--- config.mk ---
export PLATFORM = sky130hd
export DESIGN_NAME = neoIoTop
export DESIGN_NICKNAME = d
export VERILOG_FILES = /design/src/hdl/neoIoPkg.sv /design/src/hdl/ioBusIf.sv /design/src/hdl/neoIoDecode.sv /design/src/hdl/neoPortOut.sv /design/src/hdl/neoSysPanel.sv /design/src/hdl/neoCoinLatch.sv /design/src/hdl/sysLatch.sv /design/src/hdl/neoIoTop.sv
export SDC_FILE = /design/constraint.sdc
export NUM_CORES = 1
export LEC_CHECK = 0
export ABC_CLOCK_PERIOD_IN_PS = 2960
export BUFFER_PORTS_ARGS = -buffer_cell sky130_fd_sc_hd__clkbuf_2
export CORE_MARGIN = 2
export CORE_UTILIZATION = 50
export CTS_CLUSTER_DIAMETER = 120
export DETAILED_ROUTE_END_ITERATION = 10
export PLACE_DENSITY = 0.8
export SETUP_SLACK_MARGIN = 0.3
export SLEW_MARGIN = 10
export SYNTH_ARGS = -nofsm -noshare
export SYNTH_HDL_FRONTEND = slang
export SYNTH_SLANG_ARGS = --single-unit
export TNS_END_PERCENT = 1
--- constraint.sdc ---
create_clock -name clk24M -period 2.96 [get_ports clk24M]
set_input_delay 0.592 -clock clk24M [delete_from_list [all_inputs] [get_ports clk24M]]
set_output_delay 0.592 -clock clk24M [all_outputs]
set_load 0.01 [all_outputs]
--- src/hdl/neoIoPkg.sv ---
package neoIoPkg;

	// I/O zone codes, taken from A21 to A17 of the 68000 address
	// The comment on each value is the matching base address
	typedef enum logic [4:0] {
		// $300000 P1 input, DIP switch on the odd byte
		zoneP1    = 5'h18,
		// $320000 sound latch, reads as $FF here
		zoneSound = 5'h19,
		// $340000 P2 input
		zoneP2    = 5'h1A,
		// $380000 status B read, write registers on the odd byte
		zoneBitw0 = 5'h1C,
		// $3A0000 system latch
		zoneBitw1 = 5'h1D
	} ioZone_e;

	// Write register select inside zoneBitw0, from A6 to A4
	typedef enum logic [2:0] {
		selPoutput  = 3'd0,
		selCrdBank  = 3'd1,
		selSlot     = 3'd2,
		selLedLatch = 3'd3,
		selLedData  = 3'd4,
		// RTC control, not modelled
		selRtc      = 3'd5,
		selCoinA    = 3'd6,
		selCoinB    = 3'd7
	} ioSel_e;

	// Register view of A7 to A0
	typedef struct packed {
		logic       hiBit;
		ioSel_e     sel;
		logic [3:0] low;
	} ioRegView_s;

	// Coin command view of A7 to A0
	typedef struct packed {
		logic       unused7;
		logic [1:0] zoneBits;
		logic       setNotClr;
		logic       unused3;
		logic       lockout;
		logic       player;
		logic       odd;
	} ioCoinView_s;

	// One address byte, two decodes
	typedef union packed {
		ioRegView_s  regView;
		ioCoinView_s coinView;
	} ioOffset_u;

endpackage

--- src/hdl/ioBusIf.sv ---
`timescale 1ns/1ps

interface ioBusIf;
	import neoIoPkg::*;

	// One-cycle write strobes, at most one high
	logic portWr;
	logic panelWr;
	logic coinWr;
	logic sysWr;
	// Read strobe for DIP switch and status B
	logic panelRd;
	// Latched A7 to A0 of the access
	ioOffset_u offset;
	// Lower lane write byte
	logic [7:0] wdata;
	// Panel read byte, combinational from offset
	logic [7:0] panelRdata;

	modport decode (output portWr, panelWr, coinWr, sysWr, panelRd, offset, wdata,
		input panelRdata);
	modport portOut (input portWr, offset, wdata);
	modport panel (input panelWr, panelRd, offset, wdata, output panelRdata);
	modport coin (input coinWr, offset);
	modport sysl (input sysWr, offset);

endinterface

--- src/hdl/neoIoDecode.sv ---
`timescale 1ns/1ps

module neoIoDecode #(
	parameter int waitStates = 0
) (
	input  logic        clk24M,
	input  logic        rstN,
	input  logic [22:0] busAddr,
	input  logic [15:0] busDin,
	input  logic        busRw,
	input  logic        asN,
	input  logic        udsN,
	input  logic        ldsN,
	input  logic [9:0]  p1In,
	input  logic [9:0]  p2In,
	output logic [15:0] busDout,
	output logic        dtackN,
	ioBusIf.decode      io
);
	import neoIoPkg::*;

	// FSM codes
	localparam logic [1:0] stIdle = 2'd0;
	localparam logic [1:0] stWait = 2'd1;
	localparam logic [1:0] stStrobe = 2'd2;
	localparam logic [1:0] stAck = 2'd3;
	// Wait counter counts down from waitStates-1
	localparam int cntW = (waitStates > 1) ? $clog2(waitStates) : 1;

	logic [1:0] state;
	logic [cntW-1:0] waitCnt;
	ioZone_e zoneReg;
	logic rwReg;
	logic inArea;
	logic inStrobe;
	logic oddLane;
	logic wrLow;
	logic bitw0Wr;
	logic [7:0] readByte;

	// A23 and A22 low, A21 to A17 on a known zone
	always_comb begin
		inArea = 1'b0;
		if (busAddr[22:21] == 2'b00) begin
			case (busAddr[20:16])
				zoneP1, zoneSound, zoneP2, zoneBitw0, zoneBitw1: inArea = 1'b1;
				default: inArea = 1'b0;
			endcase
		end
	end

	// Control state
	always_ff @(posedge clk24M or negedge rstN) begin
		if (!rstN) begin
			state <= stIdle;
			waitCnt <= '0;
			zoneReg <= zoneSound;
			rwReg <= 1'b1;
			dtackN <= 1'b1;
			busDout <= 16'hFFFF;
		end else begin
			case (state)
				stIdle: begin
					// Edge 1, access needs at least one lane strobed
					if (!asN && inArea && (!udsN || !ldsN)) begin
						zoneReg <= ioZone_e'(busAddr[20:16]);
						rwReg <= busRw;
						if (waitStates == 0) begin
							state <= stStrobe;
						end else begin
							state <= stWait;
							waitCnt <= cntW'(waitStates - 1);
						end
					end
				end
				stWait: begin
					if (waitCnt == '0) begin
						state <= stStrobe;
					end else begin
						waitCnt <= waitCnt - 1'b1;
					end
				end
				stStrobe: begin
					// Units take the strobe on this edge
					state <= stAck;
					dtackN <= 1'b0;
					// Unused lane floats high
					if (rwReg) begin
						busDout <= oddLane ? {8'hFF, readByte} : {readByte, 8'hFF};
					end
				end
				default: begin
					// Hold acknowledge until the master lets go of AS
					if (asN) begin
						state <= stIdle;
						dtackN <= 1'b1;
						busDout <= 16'hFFFF;
					end
				end
			endcase
		end
	end

	// Address byte and write data, latched on edge 1
	always_ff @(posedge clk24M) begin
		if (state == stIdle && !asN) begin
			// A0 is the odd lane whenever LDS is active
			io.offset <= ioOffset_u'({busAddr[6:0], ~ldsN});
			io.wdata <= busDin[7:0];
		end
	end

	assign inStrobe = (state == stStrobe);
	assign oddLane = io.offset.regView.low[0];
	// Only lower lane writes reach the units
	assign wrLow = inStrobe && !rwReg && oddLane;
	assign bitw0Wr = wrLow && (zoneReg == zoneBitw0);

	// Write strobe fan-out by register select
	assign io.portWr = bitw0Wr && (io.offset.regView.sel inside {selPoutput, selCrdBank});
	assign io.panelWr = bitw0Wr &&
		(io.offset.regView.sel inside {selSlot, selLedLatch, selLedData});
	assign io.coinWr = bitw0Wr && (io.offset.regView.sel inside {selCoinA, selCoinB});
	assign io.sysWr = wrLow && (zoneReg == zoneBitw1);
	// DIP switch sits on P1 odd, status B on bitw0 even
	assign io.panelRd = inStrobe && rwReg &&
		(((zoneReg == zoneP1) && oddLane) || ((zoneReg == zoneBitw0) && !oddLane));

	// Read byte for the active lane
	always_comb begin
		case (zoneReg)
			zoneP1: readByte = oddLane ? io.panelRdata : p1In[7:0];
			zoneP2: readByte = oddLane ? 8'hFF : p2In[7:0];
			zoneBitw0: readByte = oddLane ? 8'hFF : io.panelRdata;
			default: readByte = 8'hFF;
		endcase
	end

	// Never more than one unit written per access
	assert property (@(posedge clk24M) disable iff (!rstN)
		$onehot0({io.portWr, io.panelWr, io.coinWr, io.sysWr}));

	// Acknowledge only inside a live bus cycle
	assert property (@(posedge clk24M) disable iff (!rstN)
		!dtackN |-> $past(!asN));

endmodule

--- src/hdl/neoPortOut.sv ---
`timescale 1ns/1ps

module neoPortOut (
	input  logic       clk24M,
	input  logic       rstN,
	ioBusIf.portOut    io,
	output logic [2:0] p1Out,
	output logic [2:0] p2Out,
	output logic [2:0] cardBank
);
	import neoIoPkg::*;

	// Joypad outputs and memory card bank
	always_ff @(posedge clk24M or negedge rstN) begin
		if (!rstN) begin
			p1Out <= 3'd0;
			p2Out <= 3'd0;
			cardBank <= 3'd0;
		end else if (io.portWr) begin
			case (io.offset.regView.sel)
				selPoutput: begin
					// Both pads from one byte
					p1Out <= io.wdata[2:0];
					p2Out <= io.wdata[5:3];
				end
				selCrdBank: begin
					cardBank <= io.wdata[2:0];
				end
				default: begin
					// Other selects go elsewhere
					p1Out <= p1Out;
				end
			endcase
		end
	end

endmodule

--- src/hdl/neoSysPanel.sv ---
`timescale 1ns/1ps

module neoSysPanel (
	input  logic       clk24M,
	input  logic       rstN,
	ioBusIf.panel      io,
	input  logic [7:0] dipsw,
	input  logic       testBtnN,
	input  logic [9:0] p1In,
	input  logic [9:0] p2In,
	output logic [7:0] ledOut1,
	output logic [7:0] ledOut2
);
	import neoIoPkg::*;

	logic [2:0] slot;
	logic [7:0] ledData;
	logic [7:0] statusB;

	// Slot select, LED data byte and the two LED latches
	always_ff @(posedge clk24M or negedge rstN) begin
		if (!rstN) begin
			slot <= 3'd0;
			ledData <= 8'd0;
			ledOut1 <= 8'd0;
			ledOut2 <= 8'd0;
		end else if (io.panelWr) begin
			case (io.offset.regView.sel)
				selSlot: begin
					slot <= io.wdata[2:0];
				end
				selLedData: begin
					ledData <= io.wdata;
				end
				selLedLatch: begin
					// Each latch copies on its own bit
					if (io.wdata[4]) begin
						ledOut1 <= ledData;
					end
					if (io.wdata[5]) begin
						ledOut2 <= ledData;
					end
				end
				default: begin
					slot <= slot;
				end
			endcase
		end
	end

	// Top bits of both pads, test button, current slot
	assign statusB = {p2In[9:8], p1In[9:8], testBtnN, slot};

	// Odd lane is the DIP switch, even lane is status B
	assign io.panelRdata = io.offset.regView.low[0] ? dipsw : statusB;

	// A read and a write never share one access
	assert property (@(posedge clk24M) disable iff (!rstN)
		!(io.panelRd && io.panelWr));

endmodule

--- src/hdl/neoCoinLatch.sv ---
`timescale 1ns/1ps

module neoCoinLatch (
	input  logic       clk24M,
	input  logic       rstN,
	ioBusIf.coin       io,
	output logic [1:0] coinCounter,
	output logic [1:0] coinLockout
);

	// Four set/reset latches with one bit per command
	always_ff @(posedge clk24M or negedge rstN) begin
		if (!rstN) begin
			coinCounter <= 2'b00;
			coinLockout <= 2'b00;
		end else if (io.coinWr) begin
			// A2 picks lockout over counter and A1 picks the player
			if (io.offset.coinView.lockout) begin
				coinLockout[io.offset.coinView.player] <= io.offset.coinView.setNotClr;
			end else begin
				coinCounter[io.offset.coinView.player] <= io.offset.coinView.setNotClr;
			end
		end
	end

endmodule

--- src/hdl/sysLatch.sv ---
`timescale 1ns/1ps

module sysLatch (
	input  logic       clk24M,
	input  logic       rstN,
	ioBusIf.sysl       io,
	output logic [7:0] sysFlags
);

	logic [2:0] bitSel;
	logic bitVal;

	// Bit number on A3 to A1
	assign bitSel = io.offset.regView.low[3:1];
	// New value on A4, data bus not used
	assign bitVal = io.offset.regView.sel[0];

	// Addressable latch, untouched bits hold
	always_ff @(posedge clk24M or negedge rstN) begin
		if (!rstN) begin
			sysFlags <= 8'd0;
		end else if (io.sysWr) begin
			sysFlags[bitSel] <= bitVal;
		end
	end

endmodule

--- src/hdl/neoIoTop.sv ---
`timescale 1ns/1ps

module neoIoTop #(
	parameter int waitStates = 0
) (
	input  logic        clk24M,
	input  logic        rstN,
	// 68000 bus, A23 to A1
	input  logic [22:0] busAddr,
	input  logic [15:0] busDin,
	output logic [15:0] busDout,
	input  logic        busRw,
	input  logic        asN,
	input  logic        udsN,
	input  logic        ldsN,
	output logic        dtackN,
	// Panel inputs
	input  logic [9:0]  p1In,
	input  logic [9:0]  p2In,
	input  logic [7:0]  dipsw,
	input  logic        testBtnN,
	// Latched outputs
	output logic [2:0]  p1Out,
	output logic [2:0]  p2Out,
	output logic [2:0]  cardBank,
	output logic [7:0]  ledOut1,
	output logic [7:0]  ledOut2,
	output logic [1:0]  coinCounter,
	output logic [1:0]  coinLockout,
	output logic [7:0]  sysFlags
);

	// Decoder to unit strobes
	ioBusIf ioBus ();

	neoIoDecode #(
		.waitStates(waitStates)
	) decode_i (
		.clk24M (clk24M),
		.rstN   (rstN),
		.busAddr(busAddr),
		.busDin (busDin),
		.busRw  (busRw),
		.asN    (asN),
		.udsN   (udsN),
		.ldsN   (ldsN),
		.p1In   (p1In),
		.p2In   (p2In),
		.busDout(busDout),
		.dtackN (dtackN),
		.io     (ioBus)
	);

	neoPortOut portOut_i (
		.clk24M  (clk24M),
		.rstN    (rstN),
		.io      (ioBus),
		.p1Out   (p1Out),
		.p2Out   (p2Out),
		.cardBank(cardBank)
	);

	neoSysPanel panel_i (
		.clk24M  (clk24M),
		.rstN    (rstN),
		.io      (ioBus),
		.dipsw   (dipsw),
		.testBtnN(testBtnN),
		.p1In    (p1In),
		.p2In    (p2In),
		.ledOut1 (ledOut1),
		.ledOut2 (ledOut2)
	);

	neoCoinLatch coin_i (
		.clk24M     (clk24M),
		.rstN       (rstN),
		.io         (ioBus),
		.coinCounter(coinCounter),
		.coinLockout(coinLockout)
	);

	sysLatch sysl_i (
		.clk24M  (clk24M),
		.rstN    (rstN),
		.io      (ioBus),
		.sysFlags(sysFlags)
	);

endmodule

# Word level (Yosys, flattened, before mapping)
# Index checks and enable logic that the tools add are counted.
# Widths: inputs -> output; s select.
[op_classes] n_addsub=1 magnitude_cmp=4 eq_ne=20 n_mux=25 bitwise=3 reduce_logical=39
[ops] op="$mux 16" n=3
[ops] op="$eq 5x5->1 const B" n=9
[ops] op="$mux 8" n=4
[ops] op="$pmux 16 s2" n=1
[ops] op="$pmux 8 s3" n=1
[ops] op="$reduce_and 2->1" n=8
[ops] op="$logic_and 1x1->1" n=12
[ops] op="$reduce_and 3->1" n=4
[ops] op="$eq 3x3->1 const B" n=3
[ops] op="$bwmux 8" n=1
[ops] op="$eq 3x2->1 const B" n=2
[ops] op="$mux 1" n=6
[ops] op="$mux 2" n=3
[ops] op="$pmux 2 s3" n=1
[ops] op="$reduce_bool 2->1" n=3
[ops] op="$reduce_or 5->1" n=1
[ops] op="$bwmux 2" n=2
[ops] op="$logic_not 1->1" n=4
[ops] op="$logic_not 2->1" n=2
[ops] op="$lt 3x4->1 const B" n=1
[ops] op="$ne 2x1->1 const B" n=2
[ops] op="$reduce_bool 4->1" n=1
[ops] op="$demux 1 s3" n=1
[ops] op="$eq 3x1->1 const B" n=1
[ops] op="other kinds (14)" n=16
[word_totals] reg_bits=89 in_bits=74 output_inout_bits=54 elab_cells=110

# Longest topological paths before layout
[logic_depth] word_depth=8 depth_mapped=5 depth_no_buf=3

# Hierarchy
# Synthesis repeated with hierarchy kept, for this count alone.
[unflattened] hier_cells=274 area_unflattened_um2=3975.1
[modules_own_cells] module="neoIoDecode" instances=1 cells_per_inst=149 area_each_um2=1906.8 seq_area_each_um2=1132.3
[modules_own_cells] module="neoSysPanel" instances=1 cells_per_inst=69 area_each_um2=1141.1 seq_area_each_um2=675.6
[modules_own_cells] module="sysLatch" instances=1 cells_per_inst=24 area_each_um2=386.6 seq_area_each_um2=200.2
[modules_own_cells] module="neoPortOut" instances=1 cells_per_inst=20 area_each_um2=362.8 seq_area_each_um2=225.2
[modules_own_cells] module="neoCoinLatch" instances=1 cells_per_inst=12 area_each_um2=177.7 seq_area_each_um2=100.1

# Worst setup path before layout
# No wires, ideal clock.
[synth_path] kind="register -> register" startpoint="reg decode_i.state[1]" endpoint="reg decode_i.io.offset[0] (enable)" setup_ps=406 t_arrival_ps=1835 required_ps=2554 slack_ps=719 path_stages_with_launch=4 n_path_buf=2 period_less_slack_ps=2241 cell_sequence="dfrtp_1 -> buf_2 -> buf_1 -> nor3_1"
[synth_between] elab_chain_cells=2
[synth_rtl] item="start: declaration" line="neoIoDecode.sv:30" source="logic [1:0] state;"
[synth_rtl] item="start signal: assignment" line="neoIoDecode.sv:55" source="state <= stIdle;"
[synth_rtl] item="start signal: assignment" line="neoIoDecode.sv:69" source="state <= stStrobe;"
[synth_rtl] item="start signal: assignment" line="neoIoDecode.sv:71" source="state <= stWait;"
[synth_rtl] item="$logic_not 2->1" line="neoIoDecode.sv:106" source="if (state == stIdle && !asN) begin"
[synth_rtl] item="$logic_and 1x1->1" line="neoIoDecode.sv:106"
[synth_rtl] item="end signal: assignment" line="neoIoDecode.sv:108" source="io.offset <= ioOffset_u'({busAddr[6:0], ~ldsN});"
[synth_rtl] item="end: declaration" line="ioBusIf.sv:20" source="modport decode (output portWr, panelWr, coinWr, sysWr, panelRd, offset, wdata,"
# No other way between the ends.
# A chain may end at the register's enable or synchronous reset.

# Worst setup path after layout
[layout_path] startpoint="reg decode_i.state[0]" endpoint="reg panel_i.ledOut1[5]"
[layout_between] elab_chain_cells=6
[layout_rtl] item="$eq 2x2->1" line="neoIoDecode.sv:113" source="assign inStrobe = (state == stStrobe);"
[layout_rtl] item="$logic_and 1x1->1 (2 in series)" line="neoIoDecode.sv:116" source="assign wrLow = inStrobe && !rwReg && oddLane;"
[layout_rtl] item="$logic_and 1x1->1" line="neoIoDecode.sv:117" source="assign bitw0Wr = wrLow && (zoneReg == zoneBitw0);"
[layout_rtl] item="$logic_and 1x1->1" line="neoIoDecode.sv:121" source="assign io.panelWr = bitw0Wr &&"
[layout_rtl] item="$reduce_and 3->1 (no line)"
[layout_rtl] item="end signal: assignment" line="neoSysPanel.sv:38" source="ledOut1 <= ledData;"
[layout_rtl] item="end: declaration" line="neoSysPanel.sv:11" source="output logic [7:0] ledOut1,"
# No other way between the ends.

==> reports/metrics.yaml <==
status: "finished, final reports clean"
finalClockSkew_ns: 0.0137
dp_worst_setup_slack_ns: 0.581
ff2ff_setup_slack_ns: 0.55
syn_area_per_cell_um2: 14.4
ys_warn_count: 0
cp.arrival_ns: 2.66
synth_fp_nets: 336
routed_wl_mm: 7.78
end_kind: "flip-flop"
numCtsBuffers: 9
dp_hpwl_mm: 5.45
grt_pass1_wl_mm: 13.1
synth_area_um2: 3760
mostFrequentLayoutCell: "clkbuf_2"
htreeDepth: 3
routedWlPerCell_um: 16.4
area_growth_pct: 22.7
dieArea_um2: 8230
ir_drop_mv: 0.287
mostFrequentLayoutCells: "108 x clkbuf_2, 52 x mux2_2, 52 x dfrtp_1"
via_per_inst: 5.44
syn_inst: 262
clockBufferDepth: 2
max_slew.worst_pin.slew_ns: 0.891
first_pass_iters: 4
fmax_ghz: 0.415
rsz0062_at_grt: "false"
postRouteAntennaNets: 0
antenna_cells: 0
clock-sinks: 88
ioPinCount: 128
final_nets: 444
dp.cells: 458
drt_iter0_drc: 99
cp_data_required_time_ns: 3.21
synth.distinct_cells: 43
path_class: "reg2reg"
setup_ws_ns: 0.548
max_slew_margin_pct: 40.6
gr-total-overflow: 0
stdcell_count: 474
core_region_area_um2: 7250
grt_pass1_vias: 2606
p_per_area_nw_per_um2: 578
start_util_pct: 51.9
grtUsageTotal_pct: 20.3
rr_startpoint: "decode_i.state[0]"
drv_cap: 0
hold_path_class: "in2async"
cts_tree: "done"
cts_hold_buf: 0
finalCriticalPeriod_ns: 2.41
cp_max_fo: 11
drcViolationCount: 0
post_cts_resized: 0
start_kind: "flip-flop"
antenna_found_initial: 0
synth_top_cells_by_area: "dfrtp_1 35%, mux2_2 16%, dfstp_2 15%"
p_leak_nw: 2.22
port_buffers: 109
seq_area_frac_synth_pct: 61.2
num_rows: 31
synth_top_area_share_pct: 34.6
layout-drive-gt1-share_pct: 56.0
report.final.slew_viol_count: 0
synth_top_area_cell: "dfrtp_1"
die_w_um: 90.7
r2r_cells: 3
grt_max_degree: 74
cts_root_buf: "clkbuf_8"
hold_violations: 0
vias: 2580
ys_ff_latch: 88
crit_start: "decode_i.state[0]"
gp_congestion: 0.731
die_h_um: 90.7
fin_crit_sh_pct: 81.5
setup_viol: 0
clkLatencyLatePin_ns: 0.36
finalSetupTns_ns: 0
r2r-end: "panel_i.ledOut1[5]"
post_cts_buffers: 0
clkTransAtPathRegs_ns: 0.09
==> cell type report <==
class,instances,area [um2]
clock buffer,9,124
clock inverter,7,100
fill,597,2640
inverter,10,37.5
multi-input combinational,149,1360
sequential,88,2300
tap,99,124
timing repair buffer,112,571
==> through the flow <==
| step | hold slack (ns) | total power [W] | cell area, um2 | utilization, % |
|---|---|---|---|---|
| after floorplan | 0.296 | 0.00164 | 3760 | - |
| after global placement | 0.441 | 0.00176 | 4390 | 60.5 |
| after detailed placement | 0.465 | 0.00177 | 4390 | 60.5 |
| after CTS | 0.378 | 0.00270 | 4610 | 63.6 |
| after global routing | 0.382 | 0.00280 | 4610 | 63.6 |
| final | 0.354 | 0.00267 | 4610 | 63.6 |
==> worst max-delay path by stage <==
stage,to,cells past startpoint
3_5_place_dp,panel_i.ledOut1[5],3
5_1_grt,panel_i.ledData[4],3
3_3_place_gp,panel_i.ledOut1[7],3
6_report,panel_i.ledOut1[5],3
2_1_floorplan,decode_i.io.offset[0],3
4_1_cts,panel_i.ledOut1[5],3
==> critical path: stages, from the launching register on <==
cell and delay, ns:
dfrtp_1 0.50, nand4bb_1 0.63, nor4_4 0.76, mux2_2 0.42
==> power breakdown <==
part	switching [W]	internal, W	total (W)
clock network	0.000437	0.000484	0.000921
logic	0.000195	0.000134	0.000329
registers	0.000100	0.00132	0.00142
==> metal layers <==
metal / track usage [%] / up-vias / part of all wire, % / routed length (um)
met5: 0 / - / 0 / 0
met3: 5.34 / 9 / 5.1 / 393
met2: 32.7 / 70 / 51 / 3960
met1: 27.0 / 1277 / 43 / 3330
met4: 6.41 / 0 / 1.2 / 93
li1: - / 1224 / - / -
==> state kept, by name, indices dropped and copies added (netlist names), 2 cells and up <==
register	count
decode_i.busDout	16
decode_i.io.wdata	8
panel_i.ledData	8
panel_i.ledOut1	8
panel_i.ledOut2	8
sysl_i.sysFlags	8
decode_i.io.offset	7
decode_i.zoneReg	5
panel_i.slot	3
portOut_i.cardBank	3
portOut_i.p1Out	3
portOut_i.p2Out	3
coin_i.coinCounter	2
coin_i.coinLockout	2
decode_i.state	2
==> cell usage after synthesis <==
library cell	number
a211oi_1	1
a21boi_0	1
a21oi_1	10
a221oi_1	8
a311oi_1	1
a31oi_1	1
and2_1	1
and3_1	1
and3b_1	3
and4b_1	2
buf_1	1
buf_2	7
buf_4	1
clkbuf_1	5
clkbuf_2	1
dfrtp_1	52
dfstp_2	21
edfxtp_1	15
inv_1	10
mux2_1	1
mux2_2	52
nand2b_1	6
nand3_1	1
nand3b_1	2
nand3b_4	1
nand4_1	9
nand4_2	1
nand4b_1	5
nand4bb_1	2
nor2_1	1
nor2b_1	1
nor3_1	2
nor3b_1	1
nor4_1	7
nor4_2	3
nor4_4	2
nor4bb_1	3
o21ai_0	1
o22a_1	8
o22ai_1	8
or3b_1	1
or3b_2	1
or4_1	1
==> kinds of logic after synthesis <==
kind of cell	after synthesis	share of synthesized area [%]
buffers and inverters	25	2.86
DFF	88	61.2
and+or+nand+nor	57	12.7
AOI/OAI and AO/OA	39	7.32
muxes	53	15.9
(Power assumes the default switching activity.)
